===== src/rtl/scaler_ctl_cfg.svh =====
//////////////////////////////////////////////////////////////////////
// scaler control constants
// word widths, host command codes and reset mode size
//////////////////////////////////////////////////////////////////////

`ifndef SCALER_CTL_CFG_SVH
`define SCALER_CTL_CFG_SVH

// host word and dimension widths
`define CFG_WORD_W 16
`define CFG_DIM_W  12

// host command codes, low byte of the first word in a frame
`define CFG_CMD_MODE 8'h20
`define CFG_CMD_LED  8'h25
`define CFG_CMD_VSET 8'h27
`define CFG_CMD_HSET 8'h37

// output mode after reset, 1080p
`define CFG_DEF_WIDTH  1920
`define CFG_DEF_HEIGHT 1080

`endif

===== src/rtl/scaler_ctl_pkg.sv =====
//////////////////////////////////////////////////////////////////////
// scaler control types
// host word, seen as a command code or as a flagged parameter
//////////////////////////////////////////////////////////////////////

`default_nettype none

`include "scaler_ctl_cfg.svh"

package scaler_ctl_pkg;

	// first word of a frame
	typedef struct packed {
		logic [`CFG_WORD_W-9:0] rsvd;
		logic [7:0]             code;
	} cmd_view_t;

	// later words, flag is free-scale for the hset command
	typedef struct packed {
		logic                            flag;
		logic [`CFG_WORD_W-`CFG_DIM_W-2:0] rsvd;
		logic [`CFG_DIM_W-1:0]           value;
	} prm_view_t;

	typedef union packed {
		cmd_view_t cmd;
		prm_view_t prm;
	} host_word_u;

endpackage

`default_nettype wire


===== src/rtl/scaler_ctl_top.sv =====
//////////////////////////////////////////////////////////////////////
// scaler control top
// host link, configuration registers and window calculator
//////////////////////////////////////////////////////////////////////

`default_nettype none

`include "scaler_ctl_cfg.svh"

module scaler_ctl_top (
	input  wire                   clk_sys,
	input  wire                   resetd,
	input  wire                   i_host_req,
	input  wire                   i_host_sel,
	input  wire [`CFG_WORD_W-1:0] i_host_data,
	input  wire [7:0]             i_led_status,
	input  wire [`CFG_DIM_W-1:0]  i_arx,
	input  wire [`CFG_DIM_W-1:0]  i_ary,
	output logic                  o_host_ack,
	output logic [7:0]            o_led,
	output logic [`CFG_DIM_W-1:0] o_hmin,
	output logic [`CFG_DIM_W-1:0] o_hmax,
	output logic [`CFG_DIM_W-1:0] o_vmin,
	output logic [`CFG_DIM_W-1:0] o_vmax
);

	// link to registers
	logic                       link_strobe;
	logic                       link_sel;
	scaler_ctl_pkg::host_word_u link_word;

	// registers to calculator
	logic [`CFG_DIM_W-1:0] cfg_width;
	logic [`CFG_DIM_W-1:0] cfg_height;
	logic [`CFG_DIM_W-1:0] cfg_vset;
	logic [`CFG_DIM_W-1:0] cfg_hset;
	logic                  cfg_freescale;

	host_link host_link_i (
		.clk_sys     (clk_sys),
		.resetd      (resetd),
		.i_host_req  (i_host_req),
		.i_host_sel  (i_host_sel),
		.i_host_data (i_host_data),
		.o_host_ack  (o_host_ack),
		.o_strobe    (link_strobe),
		.o_word      (link_word),
		.o_sel       (link_sel)
	);

	cfg_regs cfg_regs_i (
		.clk_sys      (clk_sys),
		.resetd       (resetd),
		.i_strobe     (link_strobe),
		.i_word       (link_word),
		.i_sel        (link_sel),
		.i_led_status (i_led_status),
		.o_width      (cfg_width),
		.o_height     (cfg_height),
		.o_vset       (cfg_vset),
		.o_hset       (cfg_hset),
		.o_freescale  (cfg_freescale),
		.o_led        (o_led)
	);

	window_calc window_calc_i (
		.clk_sys     (clk_sys),
		.resetd      (resetd),
		.i_width     (cfg_width),
		.i_height    (cfg_height),
		.i_vset      (cfg_vset),
		.i_hset      (cfg_hset),
		.i_freescale (cfg_freescale),
		.i_arx       (i_arx),
		.i_ary       (i_ary),
		.o_hmin      (o_hmin),
		.o_hmax      (o_hmax),
		.o_vmin      (o_vmin),
		.o_vmax      (o_vmax)
	);

endmodule

`default_nettype wire


===== src/rtl/window_calc.sv =====
//////////////////////////////////////////////////////////////////////
// output window calculator
// aspect-corrected video size centred in the output mode
//////////////////////////////////////////////////////////////////////

`default_nettype none

`include "scaler_ctl_cfg.svh"

module window_calc (
	input  wire                   clk_sys,
	input  wire                   resetd,
	input  wire [`CFG_DIM_W-1:0]  i_width,
	input  wire [`CFG_DIM_W-1:0]  i_height,
	input  wire [`CFG_DIM_W-1:0]  i_vset,
	input  wire [`CFG_DIM_W-1:0]  i_hset,
	input  wire                   i_freescale,
	input  wire [`CFG_DIM_W-1:0]  i_arx,
	input  wire [`CFG_DIM_W-1:0]  i_ary,
	output logic [`CFG_DIM_W-1:0] o_hmin,
	output logic [`CFG_DIM_W-1:0] o_hmax,
	output logic [`CFG_DIM_W-1:0] o_vmin,
	output logic [`CFG_DIM_W-1:0] o_vmax
);

	localparam logic [1:0] ST_START  = 2'd0;
	localparam logic [1:0] ST_RUN_W  = 2'd1;
	localparam logic [1:0] ST_RUN_H  = 2'd2;
	localparam logic [1:0] ST_BOUNDS = 2'd3;

	logic [1:0]            state;
	logic [`CFG_DIM_W-1:0] lim_w_c, lim_h_c;
	// inputs sampled at the start of a pass
	logic [`CFG_DIM_W-1:0] mode_w, mode_h, lim_w, lim_h, ar_x, ar_y;
	logic [`CFG_DIM_W-1:0] wcalc, hcalc, videow, videoh, hoff, voff;
	logic                  md_start, md_busy;
	logic [`CFG_DIM_W-1:0] md_mul1, md_mul2, md_div, md_res;

	// a zero limit means no limit
	assign lim_w_c = (i_hset != '0 && i_hset < i_width) ? i_hset : i_width;
	assign lim_h_c = (i_vset != '0 && i_vset < i_height) ? i_vset : i_height;

	// clip to the limited size, then centre
	assign videow = (wcalc > lim_w) ? lim_w : wcalc;
	assign videoh = (hcalc > lim_h) ? lim_h : hcalc;
	assign hoff   = (mode_w - videow) >> 1;
	assign voff   = (mode_h - videoh) >> 1;

	umuldiv ar_muldiv_i (
		.clk_sys  (clk_sys),
		.resetd   (resetd),
		.i_start  (md_start),
		.i_mul1   (md_mul1),
		.i_mul2   (md_mul2),
		.i_div    (md_div),
		.o_busy   (md_busy),
		.o_result (md_res)
	);

	//////////////////////////////////////////////////////////////////////
	// sequencer, runs continuously
	//////////////////////////////////////////////////////////////////////

	always_ff @(posedge clk_sys) begin
		if (resetd) begin
			state    <= ST_START;
			md_start <= 1'b0;
			o_hmin   <= '0;
			o_hmax   <= '0;
			o_vmin   <= '0;
			o_vmax   <= '0;
		end else begin
			md_start <= 1'b0;
			case (state)
				ST_START: begin
					if (i_freescale || i_arx == '0 || i_ary == '0) begin
						state <= ST_BOUNDS;
					end else begin
						md_start <= 1'b1;
						state    <= ST_RUN_W;
					end
				end
				ST_RUN_W: if (!md_start && !md_busy) begin
					md_start <= 1'b1;
					state    <= ST_RUN_H;
				end
				ST_RUN_H: if (!md_start && !md_busy) state <= ST_BOUNDS;
				default: begin
					o_hmin <= hoff;
					o_hmax <= hoff + videow - 1'b1;
					o_vmin <= voff;
					o_vmax <= voff + videoh - 1'b1;
					state  <= ST_START;
				end
			endcase
		end
	end

	// sizes and divider operands
	always_ff @(posedge clk_sys) begin
		case (state)
			ST_START: begin
				{mode_w, mode_h, lim_w, lim_h} <= {i_width, i_height, lim_w_c, lim_h_c};
				{ar_x, ar_y} <= {i_arx, i_ary};
				// free-scale fills the limited area
				{wcalc, hcalc} <= {lim_w_c, lim_h_c};
				// width from height first
				{md_mul1, md_mul2, md_div} <= {lim_h_c, i_arx, i_ary};
			end
			ST_RUN_W: if (!md_start && !md_busy) begin
				wcalc <= md_res;
				{md_mul1, md_mul2, md_div} <= {lim_w, ar_y, ar_x};
			end
			ST_RUN_H: if (!md_start && !md_busy) hcalc <= md_res;
			default: begin
			end
		endcase
	end

endmodule

`default_nettype wire


===== src/rtl/umuldiv.sv =====
//////////////////////////////////////////////////////////////////////
// unsigned multiply-divide
// result = mul1 * mul2 / div, one quotient bit per cycle
//////////////////////////////////////////////////////////////////////

`default_nettype none

`include "scaler_ctl_cfg.svh"

module umuldiv (
	input  wire                   clk_sys,
	input  wire                   resetd,
	input  wire                   i_start,
	input  wire [`CFG_DIM_W-1:0]  i_mul1,
	input  wire [`CFG_DIM_W-1:0]  i_mul2,
	input  wire [`CFG_DIM_W-1:0]  i_div,
	output logic                  o_busy,
	output logic [`CFG_DIM_W-1:0] o_result
);

	logic [2*`CFG_DIM_W-1:0] product;
	logic [`CFG_DIM_W:0]     trial;
	logic [`CFG_DIM_W:0]     diff;
	logic [`CFG_DIM_W-1:0]   rem_q;
	logic [`CFG_DIM_W-1:0]   quo_q;
	logic [`CFG_DIM_W-1:0]   div_q;
	logic [3:0]              step_cnt;
	logic                    sat_q;

	assign product = i_mul1 * i_mul2;
	// next dividend bit shifts out of the quotient register
	assign trial   = {rem_q, quo_q[`CFG_DIM_W-1]};
	assign diff    = trial - {1'b0, div_q};

	always_ff @(posedge clk_sys) begin
		if (resetd) begin
			o_busy   <= 1'b0;
			step_cnt <= 4'd0;
		end else if (i_start) begin
			o_busy   <= 1'b1;
			step_cnt <= 4'd0;
		end else if (o_busy) begin
			step_cnt <= step_cnt + 4'd1;
			if (step_cnt == 4'(`CFG_DIM_W - 1))
				o_busy <= 1'b0;
		end
	end

	// restoring division of the product, low half doubles as quotient
	always_ff @(posedge clk_sys) begin
		if (i_start) begin
			rem_q <= product[2*`CFG_DIM_W-1:`CFG_DIM_W];
			quo_q <= product[`CFG_DIM_W-1:0];
			div_q <= i_div;
			// quotient would not fit in 12 bits
			sat_q <= (product[2*`CFG_DIM_W-1:`CFG_DIM_W] >= i_div);
		end else if (o_busy) begin
			if (trial >= {1'b0, div_q}) begin
				rem_q <= diff[`CFG_DIM_W-1:0];
				quo_q <= {quo_q[`CFG_DIM_W-2:0], 1'b1};
			end else begin
				rem_q <= trial[`CFG_DIM_W-1:0];
				quo_q <= {quo_q[`CFG_DIM_W-2:0], 1'b0};
			end
		end
	end

	assign o_result = sat_q ? '1 : quo_q;

endmodule

`default_nettype wire


===== src/rtl/cfg_regs.sv =====
//////////////////////////////////////////////////////////////////////
// configuration registers
// decodes host command frames and drives the LED override mux
//////////////////////////////////////////////////////////////////////

`default_nettype none

`include "scaler_ctl_cfg.svh"

module cfg_regs (
	input  wire                             clk_sys,
	input  wire                             resetd,
	input  wire                             i_strobe,
	input  wire scaler_ctl_pkg::host_word_u i_word,
	input  wire                             i_sel,
	input  wire [7:0]                       i_led_status,
	output logic [`CFG_DIM_W-1:0]           o_width,
	output logic [`CFG_DIM_W-1:0]           o_height,
	output logic [`CFG_DIM_W-1:0]           o_vset,
	output logic [`CFG_DIM_W-1:0]           o_hset,
	output logic                            o_freescale,
	output logic [7:0]                      o_led
);

	// frame state
	logic       has_cmd;
	logic [7:0] cmd;
	logic [3:0] cnt;

	// led override, mask in the high byte of the word
	logic [7:0] led_mask;
	logic [7:0] led_state;

	//////////////////////////////////////////////////////////////////////
	// command decode
	//////////////////////////////////////////////////////////////////////

	always_ff @(posedge clk_sys) begin
		if (resetd) begin
			has_cmd     <= 1'b0;
			cmd         <= 8'd0;
			cnt         <= 4'd0;
			o_width     <= `CFG_DIM_W'(`CFG_DEF_WIDTH);
			o_height    <= `CFG_DIM_W'(`CFG_DEF_HEIGHT);
			o_vset      <= '0;
			o_hset      <= '0;
			o_freescale <= 1'b0;
			led_mask    <= 8'd0;
			led_state   <= 8'd0;
		end else if (!i_sel) begin
			// frame ended, next word is a command again
			has_cmd <= 1'b0;
			cmd     <= 8'd0;
			cnt     <= 4'd0;
		end else if (i_strobe) begin
			if (!has_cmd) begin
				has_cmd <= 1'b1;
				cmd     <= i_word.cmd.code;
				cnt     <= 4'd0;
			end else begin
				// parameter index, held at the top
				if (cnt != 4'hf)
					cnt <= cnt + 4'd1;

				case (cmd)
					`CFG_CMD_MODE: begin
						// only width and height, timing words skipped
						if (cnt == 4'd0)
							o_width <= i_word.prm.value;
						if (cnt == 4'd4)
							o_height <= i_word.prm.value;
					end
					`CFG_CMD_LED: begin
						{led_mask, led_state} <= i_word;
					end
					`CFG_CMD_VSET: begin
						o_vset <= i_word.prm.value;
					end
					`CFG_CMD_HSET: begin
						o_freescale <= i_word.prm.flag;
						o_hset      <= i_word.prm.value;
					end
					default: begin
						// unknown commands are swallowed
					end
				endcase
			end
		end
	end

	//////////////////////////////////////////////////////////////////////
	// led mux
	//////////////////////////////////////////////////////////////////////

	// host state where overridden, core status elsewhere
	assign o_led = (led_mask & led_state) | (~led_mask & i_led_status);

endmodule

`default_nettype wire


===== src/rtl/host_link.sv =====
//////////////////////////////////////////////////////////////////////
// host link
// synchronises the req/ack word transfer and strobes each word once
//////////////////////////////////////////////////////////////////////

`default_nettype none

module host_link (
	input  wire                        clk_sys,
	input  wire                        resetd,
	input  wire                        i_host_req,
	input  wire                        i_host_sel,
	input  wire scaler_ctl_pkg::host_word_u i_host_data,
	output logic                       o_host_ack,
	output logic                       o_strobe,
	output scaler_ctl_pkg::host_word_u o_word,
	output logic                       o_sel
);

	logic req_meta;
	logic req_sync;
	logic req_prev;
	logic sel_meta;
	logic req_rise;
	scaler_ctl_pkg::host_word_u data_meta;
	scaler_ctl_pkg::host_word_u data_sync;

	assign req_rise = req_sync & ~req_prev;

	// two stage synchronisers, edge detect and four-phase ack
	always_ff @(posedge clk_sys) begin
		if (resetd) begin
			req_meta   <= 1'b0;
			req_sync   <= 1'b0;
			req_prev   <= 1'b0;
			sel_meta   <= 1'b0;
			o_sel      <= 1'b0;
			o_strobe   <= 1'b0;
			o_host_ack <= 1'b0;
		end else begin
			req_meta <= i_host_req;
			req_sync <= req_meta;
			req_prev <= req_sync;
			sel_meta <= i_host_sel;
			o_sel    <= sel_meta;
			o_strobe <= req_rise;
			// raise after the strobe, drop once req has gone
			if (o_strobe)
				o_host_ack <= 1'b1;
			else if (!req_sync)
				o_host_ack <= 1'b0;
		end
	end

	// data is held by the host while req is high
	always_ff @(posedge clk_sys) begin
		data_meta <= i_host_data;
		data_sync <= data_meta;
		if (req_rise)
			o_word <= data_sync;
	end

endmodule

`default_nettype wire


===== config.mk =====
export PLATFORM = sky130hd
export DESIGN_NAME = scaler_ctl_top
export DESIGN_NICKNAME = d
export VERILOG_FILES = /design/src/rtl/scaler_ctl_pkg.sv /design/src/rtl/scaler_ctl_top.sv /design/src/rtl/window_calc.sv /design/src/rtl/umuldiv.sv /design/src/rtl/cfg_regs.sv /design/src/rtl/host_link.sv
export VERILOG_INCLUDE_DIRS = /design/src /design/src/rtl
export SDC_FILE = /design/constraint.sdc
export NUM_CORES = 1
export LEC_CHECK = 0
export BUFFER_PORTS_ARGS = -buffer_cell sky130_fd_sc_hd__buf_2
export CAP_MARGIN = 20
export CORE_MARGIN = 1
export CORE_UTILIZATION = 35
export DETAILED_ROUTE_END_ITERATION = 6
export SLEW_MARGIN = 20
export SYNTH_ARGS = -nofsm -noshare
export SYNTH_HDL_FRONTEND = slang
export SYNTH_SLANG_ARGS = --single-unit

===== constraint.sdc =====
create_clock -name clk_sys -period 18 [get_ports clk_sys]
set_input_delay 0.9 -clock clk_sys [delete_from_list [all_inputs] [get_ports clk_sys]]
set_output_delay 0.9 -clock clk_sys [all_outputs]
set_load 0.05 [all_outputs]

# == Word-level counts from Yosys, hierarchy flattened ==
# Cells that the tools add are included.
# totals
wordCells,143
regBits,356
input_bits,52
out_inout_bits,57
# classes
addsub,9
n_eq_ne,13
n_lt_le_gt_ge,6
n_mul,1
n_mux,34
reduce_logical,29
bitwise,8
# op_table
cell,count
2-to-1 mux 12 bit,14
case mux 12 bit (2 select lines),5
subtractor 12 bit,3
"equality test 8 x 6 -> 1 bit, second input constant",4
adder 11 x 12 -> 12 bit,2
> comparator 12 bit,2
logical NOT 12 bit,2
less-than comparator 12 bit,2
multiplier 12 x 12 -> 24 bit,1
nonzero test 12 bit,2
"subtractor 12 x 1 -> 12 bit, second input constant",2
AND 8 bit,2
greater-or-equal comparator 13 x 12 -> 1 bit,1
greater-or-equal comparator 12 bit,1
AND reduction 4 bit,3
AND reduction 2 bit,5
AND reduction 5 bit,2
"adder 4 x 1 -> 4 bit, second input constant",2
2-to-1 mux 1 bit,8
2-to-1 mux 4 bit,2
NOT 8 bit,1
bitwise OR 8 bit,1
2-to-1 mux 2 bit,3
"!= test 2 x 1 -> 1 bit, second input constant",3
other kinds (18),27

# == Logic depth before layout (Yosys ltp) ==
# Gate-level depths: netlist (run 1).
# depth
ltp_word,5
ltp_mapped,28
mapped_depth_nobuf,27

# == By module ==
# From an unflattened synthesis (run 1), not the netlist that was laid out.
# hier_totals
hier_cells,2379
area_unflattened_um2,23669.0
# by_module_without_submodules
mod,seq_area_each_um2,cells_per_inst,area_each_um2,n_inst
window_calc,4944.7,1149,11438.5,1
umuldiv,1211.2,843,7584.8,1
cfg_regs,1561.5,323,3316.9,1
host_link,1261.2,64,1328.8,1

# == Worst setup path after synthesis (run 1) ==
# Ideal clock, no wire load.
# synth_timing
kind,flip-flop to flip-flop
start,register window_calc_i.state[0]
end,register window_calc_i.md_div[0] (enable)
path_stages_with_launch,5
path_slack_ns,11.583
arrival_ns,5.897
path_buffers,0
period_less_slack_ns,6.417
setup_time_ns,0.520
required_time_ns,17.480
cell_sequence,dfxtp_1 > inv_1 > ha_1 > inv_1 > o21ai_0
# synth_via
elab_chain_len,3
word_cells_on_any_way,5
classes_between,eq/ne: 2; reduce/logical: 3
# synth_rtl
item,line_no,source
start: declaration,window_calc.sv:31,logic [1:0] state;
start signal: assignment,window_calc.sv:66,state <= ST_START;
start signal: assignment,window_calc.sv:77,state <= ST_BOUNDS;
start signal: assignment,window_calc.sv:80,state <= ST_RUN_W;
equality test 2 x 1 -> 1 bit / logical NOT 2 bit (equally long branches),window_calc.sv:101,case (state)
!= test 2 x 1 -> 1 bit (no line) / nonzero test 2 bit (equally long branches),n/a,
AND reduction 2 bit (no line) (*),n/a,
end signal: assignment,window_calc.sv:108,"{md_mul1, md_mul2, md_div} <= {lim_h_c, i_arx, i_ary};"
end signal: assignment,window_calc.sv:112,"{md_mul1, md_mul2, md_div} <= {lim_w, ar_y, ar_x};"
end: declaration,window_calc.sv:37,"logic [`CFG_DIM_W-1:0] md_mul1, md_mul2, md_div, md_res;"
# Every way passes the cells marked *; elsewhere a longest branch is shown, timed or not.
# A chain may end at the register's enable or synchronous reset.

# == Worst setup path after layout (run 1) ==
# layout_timing
start,register window_calc_i.md_mul1[3]
end,register window_calc_i.ar_muldiv_i.sat_q (data pin)
# layout_via
elab_chain_len,2
# layout_rtl
item,line_no,source
start: declaration,window_calc.sv:37,
start signal: assignment,window_calc.sv:108,
start signal: assignment,window_calc.sv:112,
multiplier 12 x 12 -> 24 bit,umuldiv.sv:30,assign product = i_mul1 * i_mul2;
greater-or-equal comparator 12 bit,umuldiv.sv:56,sat_q <= (product[2*`CFG_DIM_W-1:`CFG_DIM_W] >= i_div);
end signal: assignment,umuldiv.sv:56,
end: declaration,umuldiv.sv:28,logic sat_q;
# Every way passes these cells.

==> flow_summary.toml, run 1 <==
[floorplan]
floorplan.initialDensity = 0.354
die_area_sq_um = 64900
num_rows = 92
floorplan.die.width_microns = 255
fp.coreArea_sq_um = 63100
die_height_microns = 255
io_pins = 109

[setup_path]
worst_ep_required_time_ns = 18.30
timing.critical_path.slowest_stage_cell = "sky130_fd_sc_hd__edfxtp_1"
timing.critical_path.to_type = "flip-flop"
timing.reg2reg.setup_slack_ns = 11.26
cp_top_family = "adder cells"
critical_path_cell_count = 25
crit_path_frequent_cell = "sky130_fd_sc_hd__fa_1"
r2r_cells = 25
reg2reg_from = "window_calc_i.md_mul1[3]"
timing.critical_path.arrival_ns = 7.04
critical-path-max-stage-delay_ns = 0.64
cp_num_buf_inv = 3
crit_type = "reg -> reg"
worst_setup_sp_type = "flip-flop"
critical_path_peak_fanout = 12
r2r_end = "window_calc_i.ar_muldiv_i.sat_q"

[placed_design]
port-buffer-count = 106
gp_congestion = 0.920
place_hpwl_mm = 42.1

[clock_tree]
clkSlewWorstSetupHoldPaths_ns = 0.06
cts_tree = "yes"
clock_path_buffers = 3
worstSkewPairLatency_ns = 0.56
cts-htree-levels = 2
postCtsHoldBufs = 0
cts_num_sinks = 356
post_cts_resized = 0
cts_buffers = 40
ctsRootBufferMaster = "sky130_fd_sc_hd__clkbuf_16"
postCtsSetupBuffers = 0

[route]
drt-initial-drc-count = 901
via_count_of_the_routed_design = 15900
drt-total-wl_mm = 55.1
drc = 0
routedWlPerCell_microns = 17.4
via_per_inst = 5.02
drt.antenna.violating_nets = 0
detail_route.first_pass.iterations = 5

[synth]
yosys.area.top_type = "sky130_fd_sc_hd__edfxtp_1"
main_area_contributors_after_synthesis = "sky130_fd_sc_hd__edfxtp_1 (25%), sky130_fd_sc_hd__dfxtp_1 (15%), sky130_fd_sc_hd__ha_1 (11%), sky130_fd_sc_hd__fa_1 (9.4%), sky130_fd_sc_hd__inv_1 (4.8%)"
yosysWarnings = 0
fraction_of_registers_with_async_set_or_reset_after_synthesis = 0
synthCells = 2224
synthDominantCellAreaShare = 0.249
synthTopCellsByCount = "sky130_fd_sc_hd__inv_1 (285), sky130_fd_sc_hd__nand2_1 (257), sky130_fd_sc_hd__ha_1 (201)"
ys_seq_area_frac = 0.402
avgSynthCellArea_sq_um = 10.0
yosysUniqueCellTypes = 70
ys_ff_latch = 356
synth-main-ff-cell = "sky130_fd_sc_hd__edfxtp_1"
synth.cell_area_sq_um = 22300
number_of_flops_mapped_to_enable_cells_by_yosys = 185
synthMostInstantiatedCell = "sky130_fd_sc_hd__inv_1"

[sta]
grt_setup_unrepaired = "false"
final.period_utilization = 0.374
max_freq_ghz = 0.148
timing.clock.skew_ns = 0.0145
setup_violations = 0
report.final.slew_viol_count = 0
fin_setup_tns_ns = 0
relSlewSlack = 0.305
pin_slew_with_the_least_headroom_to_its_limit_ns = 1.04
finalWorstPathRequiredPeriod_ns = 6.74
finalHoldViolations = 0

[global_routing]
gr-usage-all-layers = 0.171
antenna_found_initial = 0
maximum_number_of_pins_on_one_net_before_global_route_repair = 75
global_route_wire_length_before_repair_mm = 87.5
globalRouteOverflowTotal = 0
grt_pass1_vias = 15900

[job]
timing.max_cap.violations = 0

[final_layout]
final_nets = 2654
n_fill_cell = 6203
post_route_cells_drive_above_1_share = 0.118
flow.area_growth_from_synthesis_pct = 12.3
seq_area_sq_um = 8980
reg_top3 = "host_link_i.data_meta x16, host_link_i.data_sync x16, host_link_i.o_word x16"
footprint_of_the_multi_input_gates_sq_um = 12000
antennaDiodeCount = 0

[outcome]
run_status = "finished clean"

[hold_path]
cells_on_worst_hold_path = 0
hold_path.startpoint = "host_link_i.data_meta[3]"
hold_end = "host_link_i.data_sync[3]"
holdCritPathClass = "reg -> reg"
-- metal layers --
| metal | up-vias | wire length [microns] | GRT usage |
|---|---|---|---|
| li1 | 7792 | - | - |
| met1 | 7684 | 25800 | 0.238 |
| met3 | 77 | 2810 | 0.0262 |
| met5 | - | 0 | 0 |
| met2 | 385 | 25100 | 0.275 |
| met4 | 0 | 1370 | 0.0481 |
-- final cells by class --
| class | count | area share |
|---|---|---|
| Multi-Input combinational cell | 1492 | 0.479 |
| Sequential cell | 356 | 0.358 |
| Inverter | 286 | 0.0428 |
| Clock buffer | 46 | 0.0424 |
| Tap cell | 846 | 0.0422 |
| Timing Repair Buffer | 120 | 0.0254 |
| Clock inverter | 27 | 0.0105 |
-- placed cells by master (no fill, tap or decap), types with 19 or more instances in the layout --
cell type	Yosys	final
sky130_fd_sc_hd__nor3_1	43	40
sky130_fd_sc_hd__o21a_1	23	23
sky130_fd_sc_hd__o21ai_0	62	60
sky130_fd_sc_hd__buf_2	3	105
sky130_fd_sc_hd__nand3_1	26	26
sky130_fd_sc_hd__clkbuf_16	0	41
sky130_fd_sc_hd__mux2i_1	70	70
sky130_fd_sc_hd__mux2_2	66	66
sky130_fd_sc_hd__ha_1	201	197
sky130_fd_sc_hd__a21oi_1	113	113
sky130_fd_sc_hd__inv_1	285	284
sky130_fd_sc_hd__a21o_1	27	27
sky130_fd_sc_hd__dfxtp_1	171	171
sky130_fd_sc_hd__edfxtp_1	185	185
sky130_fd_sc_hd__nor2_1	118	117
sky130_fd_sc_hd__xnor2_1	44	44
sky130_fd_sc_hd__fa_1	105	105
sky130_fd_sc_hd__nor2b_1	26	26
sky130_fd_sc_hd__nand2_1	257	257
sky130_fd_sc_hd__and2_1	67	67
sky130_fd_sc_hd__xor2_1	19	19
-- logic make-up (layout without fill, tap and decap cells) --
logic type	Yosys count	count (layout)	synth area share
and+or+nand+nor	625	625	0.132
DFF	356	356	0.402
buffers and inverters	377	479	0.0638
other	1	2	0.000168
muxes	136	136	0.0646
AOI/OAI and AO/OA	360	360	0.107
adders and majority gates	306	306	0.207
xor gates and xnor gates	63	63	0.0247
-- worst register-to-register path, delay by kind of cell, from the launching register on --
kind | cells | cell delay, ns
compound gates | 12 | 1.95
xor+xnor | 1 | 0.17
fa+ha+maj | 7 | 3.03
buf+inv | 3 | 0.15
flops | 1 | 0.64
simple gates | 2 | 0.54
-- how the worst max path moves through the flow --
| stage | startpoint | end | slack, ns |
|---|---|---|---|
| 2_1_floorplan | window_calc_i.state[0] | window_calc_i.md_div[0] | 11.58 |
| 3_3_place_gp | window_calc_i.md_mul1[3] | window_calc_i.ar_muldiv_i.sat_q | 11.28 |
| 3_5_place_dp | window_calc_i.md_mul1[3] | window_calc_i.ar_muldiv_i.sat_q | 11.30 |
| 4_1_cts | window_calc_i.md_mul1[3] | window_calc_i.ar_muldiv_i.sat_q | 11.22 |
| 5_1_grt | window_calc_i.md_mul1[4] | window_calc_i.ar_muldiv_i.sat_q | 10.74 |
| 6_report | window_calc_i.md_mul1[3] | window_calc_i.ar_muldiv_i.sat_q | 11.26 |
-- per-stage QoR --
step / hold slack, ns / setup WS [ns] / utilization / instance area, sq um / cells
after floorplan: 0.310 / 11.58 / - / 22400 / 2225
after global placement: 0.311 / 11.28 / 0.376 / 23700 / 3100
after detailed placement: 0.312 / 11.30 / 0.376 / 23700 / 3100
after CTS: 0.320 / 11.22 / 0.398 / 25100 / 3173
after global routing: 0.322 / 10.74 / 0.398 / 25100 / 3173
final: 0.317 / 11.26 / 0.398 / 25100 / 3173
Power of run 1 is not shown: default switching activity piles up to over one toggle a cycle in this logic, so the estimate is an artifact.
==> run 2: changes to the inputs <==
--- a/config.mk
+++ b/config.mk
@@ -6,6 +6,7 @@
 export SDC_FILE = /design/constraint.sdc
 export NUM_CORES = 1
 export LEC_CHECK = 0
+export ABC_AREA = 1
 export BUFFER_PORTS_ARGS = -buffer_cell sky130_fd_sc_hd__buf_2
 export CAP_MARGIN = 20
 export CORE_MARGIN = 1
==> constraint.sdc (replaced) <==
create_clock -name clk_sys -period 5.7 [get_ports clk_sys]
set_input_delay 0.285 -clock clk_sys [delete_from_list [all_inputs] [get_ports clk_sys]]
set_output_delay 0.285 -clock clk_sys [all_outputs]
set_load 0.05 [all_outputs]
==> flow_summary.toml, run 2 <==
[synth]
synthMostInstantiatedCell = "sky130_fd_sc_hd__inv_1"
yosys.area.top_type = "sky130_fd_sc_hd__edfxtp_1"
avgSynthCellArea_sq_um = 8.61
yosysWarnings = 0
ys_seq_area_frac = 0.399
fraction_of_registers_with_async_set_or_reset_after_synthesis = 0
synthCells = 2611
synthDominantCellAreaShare = 0.247
synth-main-ff-cell = "sky130_fd_sc_hd__edfxtp_1"
synth.cell_area_sq_um = 22500
ys_ff_latch = 356
synthTopCellsByCount = "sky130_fd_sc_hd__inv_1 (505), sky130_fd_sc_hd__nand2_1 (502), sky130_fd_sc_hd__ha_1 (201)"
number_of_flops_mapped_to_enable_cells_by_yosys = 185
yosysUniqueCellTypes = 59
main_area_contributors_after_synthesis = "sky130_fd_sc_hd__edfxtp_1 (25%), sky130_fd_sc_hd__dfxtp_1 (15%), sky130_fd_sc_hd__ha_1 (11%), sky130_fd_sc_hd__fa_1 (9.3%), sky130_fd_sc_hd__inv_1 (8.4%)"

[clock_tree]
worstSkewPairLatency_ns = 0.58
cts_num_sinks = 356
cts-htree-levels = 2
clkSlewWorstSetupHoldPaths_ns = 0.06
cts_buffers = 39
ctsRootBufferMaster = "sky130_fd_sc_hd__clkbuf_16"
cts_tree = "yes"
clock_path_buffers = 3

[final_layout]
flow.area_growth_from_synthesis_pct = 20.1
antennaDiodeCount = 0
post_route_cells_drive_above_1_share = 0.151
final_nets = 3219
final_core_utilization = 0.426
reg_top3 = "host_link_i.data_meta x16, host_link_i.data_sync x16, host_link_i.o_word x16"
mostFrequentLayoutCell = "sky130_fd_sc_hd__nand2_1"
layout.cells.most_common_list = "sky130_fd_sc_hd__nand2_1 (490), sky130_fd_sc_hd__inv_1 (484), sky130_fd_sc_hd__nor2_1 (190)"

[setup_path]
timing.critical_path.arrival_ns = 6.08
worst_ep_required_time_ns = 6.02
timing.critical_path.to_type = "flip-flop"
critical_path_peak_fanout = 5
worst_setup_sp_type = "flip-flop"
crit_type = "reg -> reg"

[floorplan]
floorplan.die.width_microns = 255
num_rows = 92
die_height_microns = 255
die_area_sq_um = 65300
floorplan.initialDensity = 0.355
io_pins = 109
fp.coreArea_sq_um = 63300

[global_routing]
grt_use_met3 = 0.0237
grt_util_met1 = 0.240
gr-usage-all-layers = 0.173
global_route_wire_length_before_repair_mm = 90.7
grt-busiest-layer = "met2"
maximum_number_of_pins_on_one_net_before_global_route_repair = 75
globalRouteOverflowTotal = 0
antenna_found_initial = 0
met2_grt_util = 0.282
grt_pass1_vias = 17100

[route]
via_per_inst = 4.69
routedWlPerCell_microns = 14.9
drt-total-wl_mm = 55.9
via_count_of_the_routed_design = 17500
detail_route.first_pass.iterations = 5
drc = 0
drt-initial-drc-count = 1084
drt.antenna.violating_nets = 0

[outcome]
run_status = "complete, but fails checks"
failed_checks = "setup timing"

[sta]
max_freq_ghz = 0.174
setup_violations = 1
final_critical_path_setup_slack_ns = -0.0515
finalHoldViolations = 0
finalWorstPathRequiredPeriod_ns = 5.75
relSlewSlack = 0.278
report.final.slew_viol_count = 0
final.period_utilization = 1.01
pin_slew_with_the_least_headroom_to_its_limit_ns = 1.07
grt_setup_unrepaired = "true"
timing.clock.skew_ns = 0.0340
final.hold.worst_slack_ns = 0.314

[job]
timing.max_cap.violations = 0

[hold_path]
holdCritPathClass = "reg -> reg"

[placed_design]
dp_worst_setup_slack_ns = -0.272
port-buffer-count = 106
place_hpwl_mm = 42.4
gp_congestion = 0.872
[run 2: final cells by class]
cell class / count / area [sq um]
clock inverter: 20 / 155
sequential: 356 / 8980
timing repair buffer: 297 / 2160
inverter: 506 / 1900
clock buffer: 51 / 1080
multi-input combinational: 1661 / 11700
fill: 6253 / 36300
tap: 846 / 1060
[run 2: layer usage]
| metal | up-vias | wire length (microns) |
|---|---|---|
| li1 | 8917 | - |
| met1 | 8194 | 26200 |
| met2 | 362 | 25800 |
| met3 | 72 | 2720 |
| met4 | 0 | 1150 |
| met5 | - | 0 |
[run 2: cell families after synthesis]
family | synth area share
other | 0.000167
buffers and inverters | 0.101
AND/OR/NAND/NOR | 0.151
adder cells (fa/ha/maj) | 0.205
flip-flops | 0.399
AO/OA/AOI/OAI | 0.117
XOR/XNOR | 0.0218
multiplexers | 0.00445
[run 2: path summary, 6_finish.rpt]
kind / start / cells past startpoint / slack (ns) / end
worst max-delay path: window_calc_i.md_mul1[4] / 26 / -0.05 / window_calc_i.ar_muldiv_i.sat_q
worst min-delay path: host_link_i.data_meta[13] / 0 / 0.31 / host_link_i.data_sync[13]
worst max register to register: window_calc_i.md_mul1[4] / 26 / -0.05 / window_calc_i.ar_muldiv_i.sat_q
worst min register to register: host_link_i.data_meta[13] / 0 / 0.31 / host_link_i.data_sync[13]
[run 2: per-stage QoR]
step,area [sq um],setup TNS (ns),std cells
2_1_floorplan,22500,0,2612
3_3_place_gp,24600,-0.247,3585
3_5_place_dp,24600,-0.272,3585
4_1_cts,26700,-0.0593,3724
5_1_grt,27000,-0.264,3737
6_report,27000,-0.0515,3737
[run 2: worst max-delay path, cell delays in order, from the launching register on]
cell and delay, ns:
sky130_fd_sc_hd__edfxtp_1 0.52, sky130_fd_sc_hd__buf_4 0.19, sky130_fd_sc_hd__nand2_1 0.05, sky130_fd_sc_hd__inv_1 0.06, sky130_fd_sc_hd__fa_1 0.54, sky130_fd_sc_hd__fa_1 0.45, sky130_fd_sc_hd__fa_1 0.50, sky130_fd_sc_hd__fa_1 0.51
sky130_fd_sc_hd__inv_1 0.05, sky130_fd_sc_hd__fa_1 0.50, sky130_fd_sc_hd__inv_2 0.05, sky130_fd_sc_hd__ha_4 0.23, sky130_fd_sc_hd__a21oi_4 0.16, sky130_fd_sc_hd__o21ai_2 0.07, sky130_fd_sc_hd__inv_2 0.07, sky130_fd_sc_hd__nand2_4 0.06
sky130_fd_sc_hd__a21boi_4 0.20, sky130_fd_sc_hd__o21ai_2 0.09, sky130_fd_sc_hd__xor2_2 0.16, sky130_fd_sc_hd__ha_1 0.32, sky130_fd_sc_hd__a21oi_2 0.15, sky130_fd_sc_hd__nor2_1 0.06, sky130_fd_sc_hd__a211oi_1 0.17, sky130_fd_sc_hd__o31a_1 0.17
sky130_fd_sc_hd__o21ai_1 0.07, sky130_fd_sc_hd__nand3_1 0.07, sky130_fd_sc_hd__nand2_1 0.05
[run 2: what timing repair did]
action | CTS | global route
endpoints found under the setup margin | 1 | 2
resized for setup | 64 | 50
buffers inserted | 26 | 10
hold endpoints to repair | 43 | 0
pin swaps | 60 | 52
hold buffers | 42 | 0
Power of run 2 is left out for the same reason.
